<file path="src/design/fmau_defines.svh">
/* Field widths and biases shared by the FMA issue datapath
   The function-word views assume format bits at 17:16 and arithmetic flags at 2:0 */

`ifndef FMAU_DEFINES_SVH
`define FMAU_DEFINES_SVH

// ====================
// Datapath widths
// ====================

// One vector element lane, also the container of a NaN-boxed single
`define FMAU_DATA_W 64

// Function word coming from the issue queue
`define FMAU_FUNC_W 20

// Rounding mode and forwarding id
`define FMAU_RM_W 3
`define FMAU_ID_W 2

// ====================
// IEEE 754 fields
// ====================

// Double precision
`define FMAU_DBL_EXP_W  11
`define FMAU_DBL_FRAC_W 52
`define FMAU_DBL_BIAS   1023

// Single precision
`define FMAU_SGL_EXP_W  8
`define FMAU_SGL_FRAC_W 23
`define FMAU_SGL_BIAS   127

`endif

</file>
<file path="src/design/fmau_fmt_pkg.sv">
/* Floating-point field layouts and the two views of the function word
   Only double and single formats are described, the box of a single is 32 bits */

`include "fmau_defines.svh"

package fmau_fmt_pkg;

  // ====================
  // Operand formats
  // ====================

  // Double as it sits in a 64-bit lane
  typedef struct packed {
    logic                         sign;
    logic [`FMAU_DBL_EXP_W-1:0]   exp;
    logic [`FMAU_DBL_FRAC_W-1:0]  frac;
  } fmau_dbl_t;

  // Single held in the low half, upper half all ones when valid
  typedef struct packed {
    logic [`FMAU_DATA_W-`FMAU_SGL_EXP_W-`FMAU_SGL_FRAC_W-2:0] box;
    logic                                                     sign;
    logic [`FMAU_SGL_EXP_W-1:0]                               exp;
    logic [`FMAU_SGL_FRAC_W-1:0]                              frac;
  } fmau_sgl_boxed_t;

  // ====================
  // Function word
  // ====================

  // Arithmetic view
  typedef struct packed {
    logic [`FMAU_FUNC_W-19:0] rsvd_hi;
    logic                     sgl;
    logic                     dbl;
    logic [12:0]              rsvd_mid;
    logic                     neg;
    logic                     sub;
    logic                     acc;
  } fmau_func_arith_t;

  // Scaleb view, bit 5 selects the power-of-two second source
  typedef struct packed {
    logic [`FMAU_FUNC_W-19:0] rsvd_hi;
    logic                     sgl;
    logic                     dbl;
    logic [9:0]               rsvd_mid;
    logic                     scaleb;
    logic [4:0]               rsvd_lo;
  } fmau_func_scaleb_t;

  // Same 20 bits, read either way
  typedef union packed {
    fmau_func_arith_t  arith;
    fmau_func_scaleb_t scl;
  } fmau_func_u;

endpackage

</file>
<file path="src/design/fmau_pipe_pkg.sv">
/* Decoded operation, operand set and per-stage control word
   Control words carry no payload, results stay outside this datapath */

`include "fmau_defines.svh"

package fmau_pipe_pkg;

  // ====================
  // EX1 decode result
  // ====================

  // Consumed by operand preparation
  typedef struct packed {
    logic dbl;
    logic sgl;
    logic neg;
    logic sub;
    logic acc;
    logic scaleb;
  } fmau_op_t;

  // ====================
  // Staged control
  // ====================

  // Travels EX1 through EX4
  typedef struct packed {
    logic                  dbl;
    logic                  sgl;
    logic                  neg;
    logic                  sub;
    logic [`FMAU_RM_W-1:0] rm;
    logic                  acc_upd;
  } fmau_ctrl_t;

  // ====================
  // Operands
  // ====================

  // srcv0 * srcv1 +/- srcv2
  typedef struct packed {
    logic [`FMAU_DATA_W-1:0] srcv0;
    logic [`FMAU_DATA_W-1:0] srcv1;
    logic [`FMAU_DATA_W-1:0] srcv2;
  } fmau_opnd_t;

endpackage

</file>
<file path="src/design/fmau_inst_decode.sv">
/* Combinational EX1 decode of function word, rounding mode and forwarding id
   Function bits outside the two views are ignored */

`include "fmau_defines.svh"

module fmau_inst_decode (
  input  fmau_fmt_pkg::fmau_func_u  func,
  input  logic [`FMAU_RM_W-1:0]     rm,
  input  logic [`FMAU_ID_W-1:0]     id_reg,
  output fmau_pipe_pkg::fmau_op_t   op,
  output fmau_pipe_pkg::fmau_ctrl_t ctrl_ex1
);

  logic                  scaleb;
  logic [`FMAU_ID_W-1:0] id_masked;

  // ====================
  // Function word
  // ====================

  // Scaleb has its own view of the word
  assign scaleb = func.scl.scaleb;

  always_comb
  begin
    op.dbl    = func.arith.dbl;
    op.sgl    = func.arith.sgl;
    op.neg    = func.arith.neg;
    op.sub    = func.arith.sub;
    op.acc    = func.arith.acc;
    op.scaleb = scaleb;
  end

  // ====================
  // Forwarding id
  // ====================

  // Upper id bit means nothing for scaleb
  assign id_masked = id_reg & {~scaleb, {(`FMAU_ID_W-1){1'b1}}};

  // ====================
  // Control word
  // ====================

  always_comb
  begin
    ctrl_ex1.dbl     = op.dbl;
    ctrl_ex1.sgl     = op.sgl;
    ctrl_ex1.neg     = op.neg;
    ctrl_ex1.sub     = op.sub;
    ctrl_ex1.rm      = rm;
    // Accumulator must be refreshed for mac or a forwarded addend
    ctrl_ex1.acc_upd = op.acc || (|id_masked);
  end

endmodule

</file>
<file path="src/design/fmau_operand_prep.sv">
/* Builds the three EX1 operands from the raw sources
   Scaleb exponents wrap modulo the field width, no saturation is applied */

`include "fmau_defines.svh"

module fmau_operand_prep (
  input  fmau_pipe_pkg::fmau_op_t   op,
  input  logic [`FMAU_DATA_W-1:0]   srcv0,
  input  logic [`FMAU_DATA_W-1:0]   srcv1,
  input  logic [`FMAU_DATA_W-1:0]   srcv2,
  output fmau_pipe_pkg::fmau_opnd_t opnd_ex1
);

  import fmau_fmt_pkg::*;

  localparam logic [`FMAU_DBL_EXP_W-1:0] DBL_BIAS = `FMAU_DBL_BIAS;
  localparam logic [`FMAU_SGL_EXP_W-1:0] SGL_BIAS = `FMAU_SGL_BIAS;

  logic [`FMAU_DBL_EXP_W-1:0] dbl_exp;
  logic [`FMAU_SGL_EXP_W-1:0] sgl_exp;
  fmau_dbl_t                  scaleb_dbl;
  fmau_sgl_boxed_t            scaleb_sgl;
  logic [`FMAU_DATA_W-1:0]    scaleb_srcv1;

  // ====================
  // Scaleb power of two
  // ====================

  // Integer operand becomes the biased exponent, overflow wraps
  assign dbl_exp = srcv1[`FMAU_DBL_EXP_W-1:0] + DBL_BIAS;
  assign sgl_exp = srcv1[`FMAU_SGL_EXP_W-1:0] + SGL_BIAS;

  always_comb
  begin
    scaleb_dbl      = '0;
    scaleb_dbl.exp  = dbl_exp;
    scaleb_sgl      = '0;
    scaleb_sgl.box  = '1;
    scaleb_sgl.exp  = sgl_exp;
  end

  // Anything not marked double gets the boxed single
  always_comb
  begin
    if (op.dbl)
    begin
      scaleb_srcv1 = scaleb_dbl;
    end
    else
    begin
      scaleb_srcv1 = scaleb_sgl;
    end
  end

  // ====================
  // Operand set
  // ====================

  always_comb
  begin
    opnd_ex1.srcv0 = srcv0;

    if (op.scaleb)
    begin
      opnd_ex1.srcv1 = scaleb_srcv1;
    end
    else
    begin
      opnd_ex1.srcv1 = srcv1;
    end

    // Addend only exists for accumulating ops
    if (op.acc)
    begin
      opnd_ex1.srcv2 = srcv2;
    end
    else
    begin
      opnd_ex1.srcv2 = '0;
    end
  end

endmodule

</file>
<file path="src/design/fmau_stage_regs.sv">
/* EX2 to EX4 stage registers, each stage advances on its own pipe-down strobe
   Warm-up forces every stage to load, operands also need a valid EX1 instruction */

module fmau_stage_regs (
  input  logic                      fmau_ex2_data_clk,
  input  logic                      rst,
  input  logic                      inst_vld_ex1,
  input  logic                      pipe_down_ex1,
  input  logic                      pipe_down_ex2,
  input  logic                      pipe_down_ex3,
  input  logic                      warm_up,
  input  fmau_pipe_pkg::fmau_ctrl_t ctrl_ex1,
  input  fmau_pipe_pkg::fmau_opnd_t opnd_ex1,
  output fmau_pipe_pkg::fmau_opnd_t opnd_ex2,
  output fmau_pipe_pkg::fmau_ctrl_t ctrl_ex2,
  output fmau_pipe_pkg::fmau_ctrl_t ctrl_ex3,
  output fmau_pipe_pkg::fmau_ctrl_t ctrl_ex4
);

  logic ld_ex2;
  logic ld_ex3;
  logic ld_ex4;
  logic ld_opnd_ex2;

  // ====================
  // Load enables
  // ====================

  assign ld_ex2 = pipe_down_ex1 || warm_up;
  assign ld_ex3 = pipe_down_ex2 || warm_up;
  assign ld_ex4 = pipe_down_ex3 || warm_up;

  // Operand register only moves for a real instruction
  assign ld_opnd_ex2 = ld_ex2 && (inst_vld_ex1 || warm_up);

  // ====================
  // EX2
  // ====================

  always_ff @(posedge fmau_ex2_data_clk)
  begin
    if (rst)
    begin
      opnd_ex2 <= '0;
    end
    else if (ld_opnd_ex2)
    begin
      opnd_ex2 <= opnd_ex1;
    end
  end

  always_ff @(posedge fmau_ex2_data_clk)
  begin
    if (rst)
    begin
      ctrl_ex2 <= '0;
    end
    else if (ld_ex2)
    begin
      ctrl_ex2 <= ctrl_ex1;
    end
  end

  // ====================
  // EX3
  // ====================

  // Holds while EX3 is stalled
  always_ff @(posedge fmau_ex2_data_clk)
  begin
    if (rst)
    begin
      ctrl_ex3 <= '0;
    end
    else if (ld_ex3)
    begin
      ctrl_ex3 <= ctrl_ex2;
    end
  end

  // ====================
  // EX4
  // ====================

  always_ff @(posedge fmau_ex2_data_clk)
  begin
    if (rst)
    begin
      ctrl_ex4 <= '0;
    end
    else if (ld_ex4)
    begin
      ctrl_ex4 <= ctrl_ex3;
    end
  end

endmodule

</file>
<file path="src/design/fmau_ex_top.sv">
/* Execute-side issue and staging path of the vector FMA unit
   No multiplier inside, outputs are the staged operands and control words */

`include "fmau_defines.svh"

module fmau_ex_top (
  input  logic                      fmau_ex2_data_clk,
  input  logic                      rst,
  input  fmau_fmt_pkg::fmau_func_u  func,
  input  logic [`FMAU_RM_W-1:0]     rm,
  input  logic [`FMAU_ID_W-1:0]     id_reg,
  input  logic [`FMAU_DATA_W-1:0]   srcv0,
  input  logic [`FMAU_DATA_W-1:0]   srcv1,
  input  logic [`FMAU_DATA_W-1:0]   srcv2,
  input  logic                      inst_vld_ex1,
  input  logic                      pipe_down_ex1,
  input  logic                      pipe_down_ex2,
  input  logic                      pipe_down_ex3,
  input  logic                      warm_up,
  output fmau_pipe_pkg::fmau_opnd_t opnd_ex2,
  output fmau_pipe_pkg::fmau_ctrl_t ctrl_ex2,
  output fmau_pipe_pkg::fmau_ctrl_t ctrl_ex3,
  output fmau_pipe_pkg::fmau_ctrl_t ctrl_ex4
);

  import fmau_pipe_pkg::*;

  fmau_op_t   op;
  fmau_ctrl_t ctrl_ex1;
  fmau_opnd_t opnd_ex1;

  // ====================
  // EX1
  // ====================

  fmau_inst_decode u_decode (
    .func     (func),
    .rm       (rm),
    .id_reg   (id_reg),
    .op       (op),
    .ctrl_ex1 (ctrl_ex1)
  );

  fmau_operand_prep u_operand_prep (
    .op       (op),
    .srcv0    (srcv0),
    .srcv1    (srcv1),
    .srcv2    (srcv2),
    .opnd_ex1 (opnd_ex1)
  );

  // ====================
  // EX2 to EX4
  // ====================

  fmau_stage_regs u_stage_regs (
    .fmau_ex2_data_clk (fmau_ex2_data_clk),
    .rst               (rst),
    .inst_vld_ex1      (inst_vld_ex1),
    .pipe_down_ex1     (pipe_down_ex1),
    .pipe_down_ex2     (pipe_down_ex2),
    .pipe_down_ex3     (pipe_down_ex3),
    .warm_up           (warm_up),
    .ctrl_ex1          (ctrl_ex1),
    .opnd_ex1          (opnd_ex1),
    .opnd_ex2          (opnd_ex2),
    .ctrl_ex2          (ctrl_ex2),
    .ctrl_ex3          (ctrl_ex3),
    .ctrl_ex4          (ctrl_ex4)
  );

endmodule

</file>
<file path="config.mk">
export PLATFORM = sky130hd
export DESIGN_NAME = fmau_ex_top
export DESIGN_NICKNAME = d
export VERILOG_FILES = /design/src/design/fmau_fmt_pkg.sv /design/src/design/fmau_pipe_pkg.sv /design/src/design/fmau_inst_decode.sv /design/src/design/fmau_operand_prep.sv /design/src/design/fmau_stage_regs.sv /design/src/design/fmau_ex_top.sv
export VERILOG_INCLUDE_DIRS = /design/src /design/src/design
export SDC_FILE = /design/constraint.sdc
export NUM_CORES = 1
export LEC_CHECK = 0
export BUFFER_PORTS_ARGS = -buffer_cell sky130_fd_sc_hd__buf_4
export CAP_MARGIN = 10
export CORE_AREA = 2 2 172 174
export CTS_CLUSTER_DIAMETER = 100
export DETAILED_ROUTE_END_ITERATION = 10
export DIE_AREA = 0 0 174 176
export PLACE_DENSITY = 0.57
export SYNTH_ARGS = -nofsm -noshare
export SYNTH_HDL_FRONTEND = slang
export SYNTH_SLANG_ARGS = --single-unit
</file>
<file path="constraint.sdc">
create_clock -name fmau_ex2_data_clk -period 2.4 [get_ports fmau_ex2_data_clk]
set_input_delay 0 -clock fmau_ex2_data_clk [delete_from_list [all_inputs] [get_ports fmau_ex2_data_clk]]
set_output_delay 0 -clock fmau_ex2_data_clk [all_outputs]
set_load 0.01 [all_outputs]
</file>
==> reports/results.ini, run 1 <==
[pwr]
power_mw=9.43
powerDensity_mw_per_mm2=626
total_leakage_power_nw=6.63
worst_ir_drop_vdd_uv=461

[global_routing]
grt_util_all_layers_pct=20.4
grt_pass1_vias=9797
grt_max_degree=97
grt_pass1_wl_mm=51.3
antenna_found_initial=0
gr-total-overflow=0

[finish]
nNetsFinal=1876
design_area_mm2=0.0151
layout-drive-gt1-share_pct=29.4
fin_cells=2053
layout_commonest_cell=buf_4
final_cell_mix=buf_4 (433), dlygate4sd3_1 (266), nand2_1 (233), dfxtp_1 (216), a21oi_1 (208)
syn_to_final_growth_pct=88.0

[synth]
synth-seq-cells=216
synthXorXnorAreaFrac_pct=0.219
async_flop_share_pct=0
ys_types=40
yosysSeqAreaShare_pct=54.0
muxShareOfSynthArea_pct=0
synth_top_family_by_area=simple AND/OR/NAND/NOR gates
synth_simple_gate_area_share_pct=22.0
synth_fp_nets=1230
synth_fa_ha_area_share_pct=0.156
syn_inst=1005
ys.flop_type=dfxtp_1
synth_edf_count=0
avgSynthCellArea_um2=7.97
ys_warn_count=0
netlist_area_mm2=0.00801
synth_compound_area_share_pct=19.3

[timing]
period_minus_slack_ns=2.35
finalMaxSlewViolations=0
worst_slew_pin_slew_ns=0.945
fmax_mhz=426
hold_viol=0
setup_tns_ns=0
setup_viol=0
finalClockSkew_ns=0.00268
max_slew_margin_pct=37.0
fin_ws_ns=0.0500
fin_crit_sh_pct=97.9

[worst_setup_path]
crit_path_max_fanout=6
cp.arrival_ns=2.75
setup.worst_path.class=in2reg
end_kind=flip-flop
critPathRequiredTime_ns=2.80
worstSetupStartpointType=input port

[floorplanning]
core.rowCount=62
initial_utilization_pct=28.1
die_x_um=174
core_mm2=0.0285
die_h_um=176
pin_count=440
die-area_mm2=0.0306

[clock_network]
clock_latency_ns=0.52
clk_path_buf_depth=3
cts_made_buffers=25
tritoncts=built
path_clk_slew_ns=0.06
htreeDepth=1
cts_sinks=216
clock-root-buffer=clkbuf_16
post_cts_buffers=0

[detailed_routing]
routed_wl_mm=33.4
drt_iter0_drc=515
dr.pass1.iters=5
antenna_left=0
drc=0
viasPerCell=4.74
drt-wirelength-per-cell_um=16.2
vias=9727

[job]
cap_violations=0

[run_status]
status=finished, final reports clean

[placed_design]
place_hpwl_mm=20.8
dp.cells=1742
place.gp.congestion=0.781
io_buffers=425
place_area_mm2=0.0116
dp_slack_ns=0.640

[worst_hold_path]
min_path_type=in2reg

## critical path, stage by stage
cell and delay, ns:
dlygate4sd3_1 0.56, buf_4 0.15, inv_1 0.07, ha_2 0.20, or4b_4 0.50, or4_4 0.43
a21oi_2 0.15, o41ai_1 0.09, dlygate4sd3_1 0.59
## final cells by class
| type | instances | area, µm² |
|---|---|---|
| multi-input combinational | 698 | 3380 |
| tap | 384 | 480 |
| inverter | 4 | 15.0 |
| timing repair buffer | 706 | 6040 |
| sequential | 216 | 4320 |
| clock inverter | 6 | 83.8 |
| clock buffer | 38 | 734 |
| fill | 2606 | 13500 |
| antenna | 1 | 2.50 |
## logic make-up (layout without fill, tap and decap cells)
family,Yosys count,in the layout
and+or+nand+nor,415,415
AOI/OAI and AO/OA,280,280
DFF,216,216
buffers and inverters,91,754
xor gates and xnor gates,2,2
adders and majority gates,1,1
other,0,1
## cell usage after synthesis, drive strengths merged (2+ instances only)
library cell  count  share of area [%]
buf               9               0.55
nor2             70                3.3
dfxtp           216                 54
o221ai            4               0.44
o21ai            22                1.4
and3             22                1.7
a221oi            3               0.33
a21oi           210                 13
o41ai             2               0.22
nor3             10               0.62
inv               4               0.19
xor2              2               0.22
or4               3               0.28
a211oi           25                2.3
nand3            65                4.1
nand2           233                 11
o31ai             4               0.37
nand4             2               0.16
or3               2               0.17
nor4              2               0.16
a211o             2               0.22
o21a              2               0.19
clkbuf           78                3.7
## power breakdown
group	switching [mW]	total [mW]	internal (mW)
logic	0.786	1.73	0.941
registers	0.112	3.91	3.79
clock network	1.48	3.79	2.31
total	2.38	9.43	7.04
## state kept, by name, summed over array words and instances (netlist names)
name,flops
u_stage_regs.ctrl_ex3,8
u_stage_regs.ctrl_ex4,8
u_stage_regs.opnd_ex2,192
u_stage_regs.ctrl_ex2,8
## metal layers
layer  up-vias  part of all wire (%)  track usage [%]
li1       4722                     -                -
met1      4524                    40             23.6
met2       381                    48             35.9
met3       100                   6.9             4.91
met4         0                   4.9             9.31
met5         -                     0                0
## metrics by stage
| stage | hold WS (ns) | utilization [%] |
|---|---|---|
| after floorplan | 0.140 | - |
| after global placement | 0.257 | 40.5 |
| after detailed placement | 0.260 | 40.5 |
| after CTS | 0.00526 | 52.7 |
| after global routing | 0.0460 | 52.7 |
| final | 0.0436 | 52.8 |
## worst paths after layout
check	startpoint	endpoint	slack (ns)	cells after the start
setup / recovery	srcv1[1]	u_stage_regs.opnd_ex2[126]	0.05	9
hold / removal	func[5]	u_stage_regs.opnd_ex2[117]	0.04	5
setup reg to reg	u_stage_regs.opnd_ex2[94]	u_stage_regs.opnd_ex2[94]	1.15	3
hold reg to reg	u_stage_regs.opnd_ex2[45]	u_stage_regs.opnd_ex2[45]	0.45	2
## repair_timing
action	CTS	global route
endpoints found under the hold margin	216	0
gates resized for setup	0	6
hold buffers	266	0
setup endpoints to repair	0	2
Power figures use the tool's default switching activity.
==> run 2: changes to the inputs <==
- PLACE_DENSITY: 0.57 -> not set
==> reports/results.ini, run 2 (synthesis results as in run 1) <==
[detailed_routing]
vias=9826
drt_iter0_drc=567
drc=0
dr.pass1.iters=4
viasPerCell=4.79
routed_wl_mm=34.1
drt-wirelength-per-cell_um=16.6
antenna_left=0

[global_routing]
grt_pass1_wl_mm=51.8
grt_max_degree=92
antenna_found_initial=1
grt_util_all_layers_pct=20.6
gr-total-overflow=0
grt_pass1_vias=9766

[clock_network]
clk_path_buf_depth=3
cts_made_buffers=26
clock-root-buffer=clkbuf_16
path_clk_slew_ns=0.06
cts_sinks=216
htreeDepth=1
tritoncts=built
clock_latency_ns=0.53

[floorplanning]
die_h_um=176
pin_count=440
core.rowCount=62
die_x_um=174
initial_utilization_pct=28.1
core_mm2=0.0285
die-area_mm2=0.0306

[worst_setup_path]
worstSetupStartpointType=input port
timing.critical_path.slowest_stage_cell=dlygate4sd3_1
end_kind=flip-flop
crit_start=srcv1[0]
cp.arrival_ns=2.75
worst-path-stages=9
r2r_cells=4
path_buf_inv=4
r2r_start=u_stage_regs.ctrl_ex3[7]
critPathRequiredTime_ns=2.81
slowest_delay_ns=0.59
crit_path_max_fanout=6
path_cells=dlygate4sd3_1 -> buf_4 -> inv_2 -> ha_2 -> or4b_4 -> or4_4 -> a21oi_2 -> o41ai_1 -> dlygate4sd3_1
crit_top_cell=dlygate4sd3_1
crit_family=buffers and inverters
setup.worst_path.class=in2reg

[timing]
worst_slew_pin_slew_ns=0.811
fin_crit_sh_pct=97.5
setup_viol=0
period_minus_slack_ns=2.34
finalMaxSlewViolations=0
fin_hold_ws_ns=0.0642
hold_viol=0
max_slew_margin_pct=46.0
finalClockSkew_ns=0.00536
fmax_mhz=427

[run_status]
status=finished, final reports clean

[finish]
final_cell_mix=buf_4 (440), dlygate4sd3_1 (255), nand2_1 (233), dfxtp_1 (216), a21oi_1 (208)
syn_to_final_growth_pct=87.9
finalCoreUtilization_pct=52.7
layout_commonest_cell=buf_4
multi_input_area_mm2=0.00336
top_register=u_stage_regs.opnd_ex2
fill_cells=2538
layout-drive-gt1-share_pct=29.9
nNetsFinal=1876
largest_reg_flops=192
ff_latch_area_mm2=0.00432
fin_cells=2052

[pwr]
powerDensity_mw_per_mm2=630
seqPwrFrac_pct=41.2
netSwitchingPower_mw=2.43
power_mw=9.48
p_int_mw=7.05
worst_ir_drop_vdd_uv=524
power_frac_clock_pct=40.3
p_sw_share_pct=25.6
p_comb_share_pct=18.5
total_leakage_power_nw=6.73

[placed_design]
io_buffers=425
dp.cells=1746
place_hpwl_mm=21.1
place.gp.congestion=0.797

[job]
cap_violations=0

[worst_hold_path]
min_path_cells=5
worstHoldStart=inst_vld_ex1
min_path_type=in2reg

[run 2: path summary, 6_finish.rpt]
check                                                  end  slack, ns
worst min-delay path             u_stage_regs.opnd_ex2[51]       0.06
worst max-delay path            u_stage_regs.opnd_ex2[126]       0.06
worst min register to register  u_stage_regs.opnd_ex2[189]       0.45
worst max register to register    u_stage_regs.ctrl_ex4[7]       0.66
[run 2: what timing repair did]
item                                    4_1_cts  5_1_grt
hold endpoints to repair                    216        0
setup buffers                                 0        5
hold buffers                                255        0
endpoints found under the setup margin        0        2
gates resized for setup                       0        5
[run 2: area by class of cell]
class | count | area share, %
Clock inverter | 4 | 0.341
Antenna cell | 1 | 0.0166
Sequential cell | 216 | 28.7
Timing Repair inverter | 1 | 0.0333
Multi-Input combinational cell | 698 | 22.4
Inverter | 4 | 0.125
Clock buffer | 40 | 5.15
Timing Repair Buffer | 704 | 40.1
Tap cell | 384 | 3.19
[run 2: layer usage]
layer | global-route usage (%) | up-vias | share of wire [%]
li1 | - | 4715 | -
met2 | 36.5 | 391 | 49
met3 | 4.35 | 99 | 6.0
met4 | 8.47 | 0 | 4.5
met1 | 24.3 | 4621 | 41
met5 | 0 | - | 0
[run 2: power by group through the flow]
stage	sequential [mW]	combinational [mW]	clock [mW]
2_1_floorplan	4.07	0.475	0
3_3_place_gp	3.97	1.36	0
3_5_place_dp	3.98	1.37	0
4_1_cts	3.91	1.71	3.92
5_1_grt	3.93	1.88	4.06
6_report	3.91	1.75	3.82
[run 2: stage by stage]
| step | setup WS (ns) | instance area [µm²] | setup TNS, ns |
|---|---|---|---|
| floorplan | 0.923 | 8010 | 0 |
| global placement | 0.667 | 11600 | 0 |
| detailed placement | 0.630 | 11600 | 0 |
| CTS | 0.0608 | 15000 | 0 |
| global route | -0.00111 | 15000 | -0.00111 |
| finish | 0.0599 | 15000 | 0 |
[run 2: worst reg2reg max path: cells and delay by family, from the launching register on]
kind                   cells  cell delay, ns
buffers and inverters      2            1.12
DFF                        1            0.35
AOI/OAI and AO/OA          2            0.22
